[src/common/lm_test_config.svh]
// ======================================================================
// Local-memory test configuration
// Engine count, bank geometry and the test identifier
// ======================================================================

`ifndef LM_TEST_CONFIG_SVH
`define LM_TEST_CONFIG_SVH

// One engine per memory bank
`define LMT_NUM_ENGINES 2

// Bank word-address width
`define LMT_ADDR_W 10

// Data word width on host and memory buses
`define LMT_DATA_W 32

// Value of global register 0
`define LMT_TEST_ID 32'h4c4d_0001

`endif

[src/common/lmt_bus_pkg.sv]
// ======================================================================
// Wishbone classic bus types
// Request and response bundles for the host port and memory ports
// ======================================================================

`default_nettype none

`include "lm_test_config.svh"

package lmt_bus_pkg;

    // Master to slave
    typedef struct packed {
        logic                   cyc;
        logic                   stb;
        logic                   we;
        logic [15:0]            adr;
        logic [`LMT_DATA_W-1:0] dat;
    } wb_req_t;

    // Slave to master, dat valid with ack
    typedef struct packed {
        logic                   ack;
        logic [`LMT_DATA_W-1:0] dat;
    } wb_rsp_t;

endpackage

`default_nettype wire

[src/common/lmt_engine_pkg.sv]
// ======================================================================
// Test engine types
// Command and status bundles and the register map offsets
// ======================================================================

`default_nettype none

`include "lm_test_config.svh"

package lmt_engine_pkg;

    // Register manager to engine
    typedef struct packed {
        logic [`LMT_ADDR_W-1:0] base;
        logic [`LMT_ADDR_W-1:0] len;
        logic [`LMT_DATA_W-1:0] seed;
        logic                   start;
    } eng_cmd_t;

    // Engine to register manager
    typedef struct packed {
        logic                   busy;
        logic                   done;
        logic [15:0]            err_count;
        logic [`LMT_ADDR_W-1:0] first_err_addr;
        logic                   first_err_valid;
    } eng_status_t;

    // Per-engine offsets within a 16-word window
    localparam logic [3:0] REG_BASE      = 4'd0;
    localparam logic [3:0] REG_LEN       = 4'd1;
    localparam logic [3:0] REG_SEED      = 4'd2;
    localparam logic [3:0] REG_CTRL      = 4'd3;
    localparam logic [3:0] REG_STATUS    = 4'd4;
    localparam logic [3:0] REG_ERR_CNT   = 4'd5;
    localparam logic [3:0] REG_FIRST_ERR = 4'd6;

    // Global window offsets
    localparam logic [3:0] GLB_TEST_ID = 4'd0;
    localparam logic [3:0] GLB_NUM_ENG = 4'd1;

endpackage

`default_nettype wire

[src/hdl/csr_mgr.sv]
// ======================================================================
// Register manager
// Host register decode, engine command registers and status readback
// ======================================================================

`default_nettype none

`include "lm_test_config.svh"

module csr_mgr
    import lmt_bus_pkg::*, lmt_engine_pkg::*;
(
    input  logic        clk,
    input  logic        rst_n,
    input  wb_req_t     host_req,
    output wb_rsp_t     host_rsp,
    output eng_cmd_t    eng_cmd [`LMT_NUM_ENGINES],
    input  eng_status_t eng_status [`LMT_NUM_ENGINES]
);

    localparam int NE = `LMT_NUM_ENGINES;
    localparam int AW = `LMT_ADDR_W;
    localparam int DW = `LMT_DATA_W;

    logic          ack_q;
    logic          req_hit;
    logic          wr_en;
    logic [11:0]   win;
    logic [3:0]    off;
    logic [DW-1:0] rd_data;
    logic [DW-1:0] rd_q;
    logic [NE-1:0] ctrl_start;
    eng_cmd_t      cmd_q [NE];

    // Window 0 is global, window e+1 belongs to engine e
    assign win = host_req.adr[15:4];
    assign off = host_req.adr[3:0];

    // No new hit during the ack cycle, the master still holds stb there
    assign req_hit = host_req.cyc && host_req.stb && !ack_q;
    assign wr_en   = req_hit && host_req.we;

    // ==================================================================
    // Read mux
    // ==================================================================
    always_comb
    begin
        rd_data = '0;
        if (win == '0)
        begin
            case (off)
                GLB_TEST_ID: rd_data = `LMT_TEST_ID;
                GLB_NUM_ENG: rd_data = DW'(NE);
                default:     rd_data = '0;
            endcase
        end
        for (int e = 0; e < NE; e++)
        begin
            if (win == 12'(e + 1))
            begin
                case (off)
                    REG_BASE:      rd_data = DW'(cmd_q[e].base);
                    REG_LEN:       rd_data = DW'(cmd_q[e].len);
                    REG_SEED:      rd_data = cmd_q[e].seed;
                    REG_CTRL:      rd_data = DW'(ctrl_start[e]);
                    // Bit 0 busy, bit 1 done, bit 2 first error valid
                    REG_STATUS:    rd_data = DW'({eng_status[e].first_err_valid,
                                                  eng_status[e].done,
                                                  eng_status[e].busy});
                    REG_ERR_CNT:   rd_data = DW'(eng_status[e].err_count);
                    REG_FIRST_ERR: rd_data = DW'(eng_status[e].first_err_addr);
                    default:       rd_data = '0;
                endcase
            end
        end
    end

    // ==================================================================
    // Ack, command registers and start pulse
    // ==================================================================
    always_ff @(posedge clk or negedge rst_n)
    begin
        if (!rst_n)
        begin
            ack_q      <= 1'b0;
            ctrl_start <= '0;
            for (int e = 0; e < NE; e++)
            begin
                cmd_q[e] <= '0;
            end
        end
        else
        begin
            ack_q <= req_hit;
            for (int e = 0; e < NE; e++)
            begin
                // Start bit is set in the ack cycle and fires one cycle later
                cmd_q[e].start <= ctrl_start[e];
                ctrl_start[e]  <= 1'b0;
                if (wr_en && win == 12'(e + 1))
                begin
                    case (off)
                        REG_BASE: cmd_q[e].base <= host_req.dat[AW-1:0];
                        REG_LEN:  cmd_q[e].len  <= host_req.dat[AW-1:0];
                        REG_SEED: cmd_q[e].seed <= host_req.dat;
                        REG_CTRL: ctrl_start[e] <= host_req.dat[0];
                        default:  ;
                    endcase
                end
            end
        end
    end

    // Read data captured with the request, returned with ack
    always_ff @(posedge clk)
    begin
        if (req_hit)
        begin
            rd_q <= rd_data;
        end
    end

    assign host_rsp.ack = ack_q;
    assign host_rsp.dat = rd_q;
    assign eng_cmd      = cmd_q;

endmodule

`default_nettype wire

[src/hdl/lm_test_top.sv]
// ======================================================================
// Local-memory test subsystem top
// Register manager plus one test engine per memory bank
// ======================================================================

`default_nettype none

`include "lm_test_config.svh"

module lm_test_top
    import lmt_bus_pkg::*, lmt_engine_pkg::*;
(
    input  logic    clk,
    input  logic    rst_n,
    input  wb_req_t host_req,
    output wb_rsp_t host_rsp,
    output wb_req_t mem_req [`LMT_NUM_ENGINES],
    input  wb_rsp_t mem_rsp [`LMT_NUM_ENGINES]
);

    eng_cmd_t    eng_cmd    [`LMT_NUM_ENGINES];
    eng_status_t eng_status [`LMT_NUM_ENGINES];

    // ==================================================================
    // Host register window
    // ==================================================================
    csr_mgr u_csr_mgr (
        .clk        (clk),
        .rst_n      (rst_n),
        .host_req   (host_req),
        .host_rsp   (host_rsp),
        .eng_cmd    (eng_cmd),
        .eng_status (eng_status)
    );

    // ==================================================================
    // Engines, one per bank
    // ==================================================================
    generate
        for (genvar e = 0; e < `LMT_NUM_ENGINES; e++)
        begin : g_eng
            mem_engine u_mem_engine (
                .clk     (clk),
                .rst_n   (rst_n),
                .cmd     (eng_cmd[e]),
                .status  (eng_status[e]),
                .mem_req (mem_req[e]),
                .mem_rsp (mem_rsp[e])
            );
        end
    endgenerate

endmodule

`default_nettype wire

[src/mem_engine/mem_check.sv]
// ======================================================================
// Read-back comparator
// Counts words that differ from address XOR seed, keeps first bad address
// ======================================================================

`default_nettype none

`include "lm_test_config.svh"

module mem_check (
    input  logic                   clk,
    input  logic                   rst_n,
    input  logic                   clear,
    input  logic                   beat_valid,
    input  logic [`LMT_ADDR_W-1:0] beat_addr,
    input  logic [`LMT_DATA_W-1:0] beat_data,
    input  logic [`LMT_DATA_W-1:0] seed,
    output logic [15:0]            err_count,
    output logic [`LMT_ADDR_W-1:0] first_err_addr,
    output logic                   first_err_valid
);

    localparam int DW = `LMT_DATA_W;

    logic [DW-1:0] expected;
    logic          mismatch;

    assign expected = DW'(beat_addr) ^ seed;
    assign mismatch = beat_valid && (beat_data != expected);

    always_ff @(posedge clk or negedge rst_n)
    begin
        if (!rst_n)
        begin
            err_count       <= '0;
            first_err_addr  <= '0;
            first_err_valid <= 1'b0;
        end
        else if (clear)
        begin
            err_count       <= '0;
            first_err_addr  <= '0;
            first_err_valid <= 1'b0;
        end
        else if (mismatch)
        begin
            // Saturate instead of wrapping
            if (err_count != '1)
            begin
                err_count <= err_count + 1'b1;
            end
            if (!first_err_valid)
            begin
                first_err_addr  <= beat_addr;
                first_err_valid <= 1'b1;
            end
        end
    end

endmodule

`default_nettype wire

[src/mem_engine/mem_engine.sv]
// ======================================================================
// Memory test engine
// Writes a region with address XOR seed, then reads it back for checking
// ======================================================================

`default_nettype none

`include "lm_test_config.svh"

module mem_engine
    import lmt_bus_pkg::*, lmt_engine_pkg::*;
(
    input  logic        clk,
    input  logic        rst_n,
    input  eng_cmd_t    cmd,
    output eng_status_t status,
    output wb_req_t     mem_req,
    input  wb_rsp_t     mem_rsp
);

    localparam int AW = `LMT_ADDR_W;
    localparam int DW = `LMT_DATA_W;

    typedef enum logic [1:0] {ST_IDLE, ST_WRITE, ST_READ, ST_DONE} state_t;

    state_t        state;
    logic          req_stb;
    logic [AW-1:0] idx;
    logic [AW-1:0] base_q;
    logic [AW-1:0] len_q;
    logic [DW-1:0] seed_q;
    logic [AW-1:0] cur_addr;
    logic          start_ok;
    logic          last_word;
    logic          beat_valid;
    logic [15:0]   err_count;
    logic [AW-1:0] first_err_addr;
    logic          first_err_valid;

    // Start is ignored while a run is in progress
    assign start_ok   = cmd.start && (state == ST_IDLE || state == ST_DONE);
    assign cur_addr   = base_q + idx;
    assign last_word  = (idx == len_q - 1'b1);
    assign beat_valid = (state == ST_READ) && req_stb && mem_rsp.ack;

    // ==================================================================
    // Sequencer
    // ==================================================================
    always_ff @(posedge clk or negedge rst_n)
    begin
        if (!rst_n)
        begin
            state   <= ST_IDLE;
            req_stb <= 1'b0;
            idx     <= '0;
        end
        else
        begin
            case (state)
                ST_IDLE, ST_DONE:
                begin
                    if (start_ok)
                    begin
                        idx     <= '0;
                        req_stb <= 1'b0;
                        // Zero length finishes at once with no traffic
                        state   <= (cmd.len == '0) ? ST_DONE : ST_WRITE;
                    end
                end
                ST_WRITE, ST_READ:
                begin
                    if (!req_stb)
                    begin
                        req_stb <= 1'b1;
                    end
                    else if (mem_rsp.ack)
                    begin
                        // Drop stb for a cycle between words
                        req_stb <= 1'b0;
                        idx     <= idx + 1'b1;
                        if (last_word)
                        begin
                            idx   <= '0;
                            state <= (state == ST_WRITE) ? ST_READ : ST_DONE;
                        end
                    end
                end
                default:
                begin
                    state <= ST_IDLE;
                end
            endcase
        end
    end

    // Run parameters held for the whole run
    always_ff @(posedge clk)
    begin
        if (start_ok)
        begin
            base_q <= cmd.base;
            len_q  <= cmd.len;
            seed_q <= cmd.seed;
        end
    end

    // Request fields only change on ack, so they stay stable while waiting
    always_comb
    begin
        mem_req.cyc = req_stb;
        mem_req.stb = req_stb;
        mem_req.we  = (state == ST_WRITE);
        mem_req.adr = 16'(cur_addr);
        mem_req.dat = (state == ST_WRITE) ? (DW'(cur_addr) ^ seed_q) : '0;
    end

    mem_check u_mem_check (
        .clk             (clk),
        .rst_n           (rst_n),
        .clear           (start_ok),
        .beat_valid      (beat_valid),
        .beat_addr       (cur_addr),
        .beat_data       (mem_rsp.dat),
        .seed            (seed_q),
        .err_count       (err_count),
        .first_err_addr  (first_err_addr),
        .first_err_valid (first_err_valid)
    );

    assign status.busy            = (state == ST_WRITE) || (state == ST_READ);
    assign status.done            = (state == ST_DONE);
    assign status.err_count       = err_count;
    assign status.first_err_addr  = first_err_addr;
    assign status.first_err_valid = first_err_valid;

endmodule

`default_nettype wire

[config.mk]
export PLATFORM = sky130hd
export DESIGN_NAME = lm_test_top
export DESIGN_NICKNAME = d
export VERILOG_FILES = /design/src/common/lmt_bus_pkg.sv /design/src/common/lmt_engine_pkg.sv /design/src/hdl/csr_mgr.sv /design/src/hdl/lm_test_top.sv /design/src/mem_engine/mem_check.sv /design/src/mem_engine/mem_engine.sv
export VERILOG_INCLUDE_DIRS = /design/src /design/src/common
export SDC_FILE = /design/constraint.sdc
export NUM_CORES = 1
export LEC_CHECK = 0
export BUFFER_PORTS_ARGS = -buffer_cell sky130_fd_sc_hd__buf_4
export CAP_MARGIN = 25
export CORE_MARGIN = 5
export CORE_UTILIZATION = 25
export CTS_CLUSTER_SIZE = 12
export DETAILED_ROUTE_END_ITERATION = 10
export GPL_TIMING_DRIVEN = 0
export SKIP_LAST_GASP = 1
export SLEW_MARGIN = 20
export SYNTH_ARGS = -nofsm -noshare
export SYNTH_HDL_FRONTEND = slang
export SYNTH_HIERARCHICAL = 1
export SYNTH_SLANG_ARGS = --single-unit
[constraint.sdc]
create_clock -name clk -period 4.9 [get_ports clk]
set_input_delay 0.735 -clock clk [delete_from_list [all_inputs] [get_ports clk]]
set_output_delay 0.735 -clock clk [all_outputs]
set_load 0.05 [all_outputs]
==> impl_metrics.py <==
metrics = {
    "outcome": {
        "status": "complete, no violations",
    },
    "yosys": {
        "yosysMostFrequentCell": "dfrtp_1",
        "ys_seq_area_frac": 0.495,
        "synth_flop_cell": "dfrtp_1",
        "synth.distinct_cells": 95,
        "yosys.area.top_type_share": 0.266,
        "netlist_instances": 1500,
        "synth_commonest_cells": "dfrtp_1 (189), edfxtp_1 (136), mux2_2 (100), xor2_1 (79), nand2_1 (72)",
        "synthTopCellsByArea": "dfrtp_1 (27%), edfxtp_1 (23%), mux2_2 (6.3%), xor2_1 (3.9%), and2_1 (2.3%)",
        "synth_edf_count": 136,
        "ys_ff_latch": 325,
        "avgSynthCellArea_um2": 11.9,
        "async_flop_share": 0.582,
        "syn_area_mm2": 0.0178,
        "yosysWarnings": 6,
        "yosysTopAreaCell": "dfrtp_1",
    },
    "placed_design": {
        "placed_cell_area_mm2": 0.0210,
        "dpl.hpwl_um": 47100,
        "place.gp.congestion": 0.915,
        "io_buffers": 239,
    },
    "sta": {
        "fmax_mhz": 226,
        "clock_skew_ps": 17.8,
        "finalCriticalPeriod_ps": 4420,
        "hold_viol_final": 0,
        "slew_headroom": 0.332,
        "maxSlewViolCount": 0,
        "period_share": 0.902,
        "setup_viol": 0,
        "final.setup.tns_ps": 0,
        "worst_pin_slew_ps": 993,
        "rsz0062_at_grt": "false",
    },
    "global_routing": {
        "grt_usage": 0.151,
        "grt_pass1_vias": 14000,
        "grt_pass1_wl_um": 89600,
        "grt-ovfl-total": 0,
        "antenna_found_initial": 8,
        "grt_max_degree": 93,
    },
    "critical_path": {
        "max_stage_delay_ps": 590,
        "crit_family": "XOR/XNOR gates",
        "r2r_cells": 14,
        "cp_slowest_cell": "xor2_1",
        "cp_cell_sequence": "ha_1 -> inv_1 -> fa_1 -> nor2b_1 -> o2111ai_1 -> a31oi_1 -> xor2_1 -> xnor3_1 -> nand4_1 -> or4_4 -> o31ai_4 -> buf_6 -> nor3_2 -> mux2_4",
        "criticalPathCategory": "reg2reg",
        "crit_required_ps": 5310,
        "path_max_fanout": 10,
        "worstPathArrival_ps": 4830,
        "r2r_start": "g_eng[0].u_mem_engine/idx[0]$_DFFE_PN0P_",
        "cp_num_buf_inv": 2,
        "worst_setup_path_start_kind": "flip-flop",
        "rrSetupSlack_ps": 480,
        "cp-end-kind": "flip-flop",
        "r2r-end": "g_eng[0].u_mem_engine/u_mem_check/err_count[4]$_DFFE_PN0P_",
    },
    "clocking": {
        "tritoncts": "built",
        "clock_latency_ps": 530,
        "root_buffer": "clkbuf_16",
        "htreeDepth": 2,
        "cts_buffer_depth": 3,
        "cts_setup_buffers": 0,
        "cts.reportedPaths.clkPinSlew_ps": 60,
        "cts_buffers": 37,
        "cts_sinks": 325,
    },
    "cells_and_area": {
        "nets": 1947,
        "drive_above_1_share": 0.291,
        "area_growth_pct": 24.2,
        "fin_area_mm2": 0.0221,
    },
    "power": {
        "pwr_density_cell_mw_per_mm2": 365,
        "p_leak_nw": 8.92,
        "vdd_drop_max_mv": 0.322,
    },
    "die": {
        "fp.dieH_um": 277,
        "num_rows": 97,
        "die_x_um": 277,
        "fp.dieArea_mm2": 0.0766,
        "initial_core_util": 0.253,
        "coreArea_mm2": 0.0703,
        "io_pins": 254,
    },
    "route": {
        "dr.pass1.iters": 8,
        "first_iter_violations": 1017,
        "drc": 0,
        "wl_per_cell_um": 21.9,
        "viasPerCell": 4.89,
        "final_antenna_net_count": 0,
        "dr_total_vias": 13500,
        "routed_wl_um": 60500,
    },
    "flow_run": {
        "max-cap-violations": 0,
    },
    "hold_path": {
        "hold_path_class": "reg2reg",
        "hold_end": "u_csr_mgr/eng_cmd[0]$_DFF_PN0_",
        "min_path_cells": 0,
        "min_from": "u_csr_mgr/ctrl_start[1]$_DFF_PN0_",
    },
}
[area by class of cell]
type | instances | area, um^2
fillers | 7074 | 48200
flip-flops and latches | 325 | 8810
multi-input cells | 1068 | 8430
repair buffers | 245 | 1940
well taps | 940 | 1180
clock buffers | 51 | 1050
plain buffers | 83 | 464
inverters | 34 | 133
clock inverters | 16 | 82.6
diodes | 1 | 2.50
[worst max-delay path by stage]
stage	startpoint	end	slack (ps)	cells past startpoint
after floorplan	g_eng[1].u_mem_engine/idx[0]$_DFFE_PN0P_	g_eng[1].u_mem_engine/u_mem_check/err_count[13]$_DFFE_PN0P_	550	15
after global placement	g_eng[0].u_mem_engine/idx[0]$_DFFE_PN0P_	g_eng[0].u_mem_engine/u_mem_check/err_count[13]$_DFFE_PN0P_	510	14
after detailed placement	g_eng[0].u_mem_engine/idx[0]$_DFFE_PN0P_	g_eng[0].u_mem_engine/u_mem_check/err_count[13]$_DFFE_PN0P_	520	14
after CTS	g_eng[0].u_mem_engine/idx[0]$_DFFE_PN0P_	g_eng[0].u_mem_engine/u_mem_check/err_count[13]$_DFFE_PN0P_	470	14
after global routing	g_eng[0].u_mem_engine/idx[0]$_DFFE_PN0P_	g_eng[0].u_mem_engine/u_mem_check/err_count[13]$_DFFE_PN0P_	250	14
final	g_eng[0].u_mem_engine/idx[0]$_DFFE_PN0P_	g_eng[0].u_mem_engine/u_mem_check/err_count[4]$_DFFE_PN0P_	480	14
[placed cells by master, fill, tap and decap left out, types with 27 or more instances in the layout]
master / netlist / routed
o31ai_1: 28 / 28
and2_1: 66 / 66
nand2b_1: 43 / 43
clkbuf_16: 0 / 40
edfxtp_1: 136 / 136
nor2_1: 70 / 69
xnor2_1: 47 / 47
ha_1: 32 / 32
mux2i_1: 39 / 39
dfrtp_1: 189 / 189
clkbuf_1: 38 / 48
nand2_1: 72 / 72
mux2_2: 100 / 100
nand4_1: 27 / 27
xor2_1: 79 / 79
a21oi_1: 42 / 42
buf_4: 25 / 263
nand3_1: 41 / 41
inv_1: 32 / 30
a22oi_1: 29 / 29
[per-stage QoR]
stage	power (mW)	setup WS (ps)	util	hold slack, ps	cells
global route	8.42	248	0.314	435	2763
floorplan	4.68	549	-	349	1510
finish	8.06	479	0.314	420	2763
detailed placement	5.50	518	0.298	417	2694
CTS	8.14	469	0.314	421	2762
global placement	5.46	513	0.296	415	2689
[cells by family (layout without fill, tap and decap cells)]
kind of cell / Yosys count / count (layout) / synth area share
compound gates: 244 / 244 / 0.101
mux: 159 / 159 / 0.102
other cells: 2 / 13 / 0.000422
buf+inv: 117 / 429 / 0.0333
simple gates: 480 / 480 / 0.165
xor+xnor: 139 / 139 / 0.0781
flops: 325 / 325 / 0.495
fa+ha+maj: 34 / 34 / 0.0248
[per-layer routing]
layer  up-vias  global-route usage  part of all wire
li1       6129                   -                 -
met1      6709               0.188              0.41
met2       546               0.253              0.47
met3       106              0.0436             0.081
met4        10              0.0483             0.031
met5         -                   0           0.00098
[where the power goes]
part	leakage (nW)	internal, mW	switching, mW	total, mW
Combinational	4.89	0.824	1.53	2.36
Clock	0.564	1.51	1.11	2.62
Sequential	3.47	2.93	0.158	3.09
Total	8.92	5.26	2.80	8.06
[repair_timing]
action | 4_1_cts | 5_1_grt
gates resized for setup | 0 | 0
hold buffers | 1 | 0
hold endpoints to repair | 2 | 0
endpoints found under the setup margin | 0 | 0
[flip-flops by register name (all words and copies together) (netlist names)]
signal and flops:
g_eng.u_mem_engine/base_q 20, g_eng.u_mem_engine/idx 20, g_eng.u_mem_engine/len_q 20, g_eng.u_mem_engine/req_stb 2, g_eng.u_mem_engine/seed_q 64, g_eng.u_mem_engine/state 4
g_eng.u_mem_engine/u_mem_check/err_count 32, g_eng.u_mem_engine/u_mem_check/first_err_addr 20, g_eng.u_mem_engine/u_mem_check/first_err_valid 2, u_csr_mgr/ack_q 1, u_csr_mgr/ctrl_start 2, u_csr_mgr/eng_cmd 106
u_csr_mgr/rd_q 32
No activity file was read; power rests on OpenSTA's default activity.
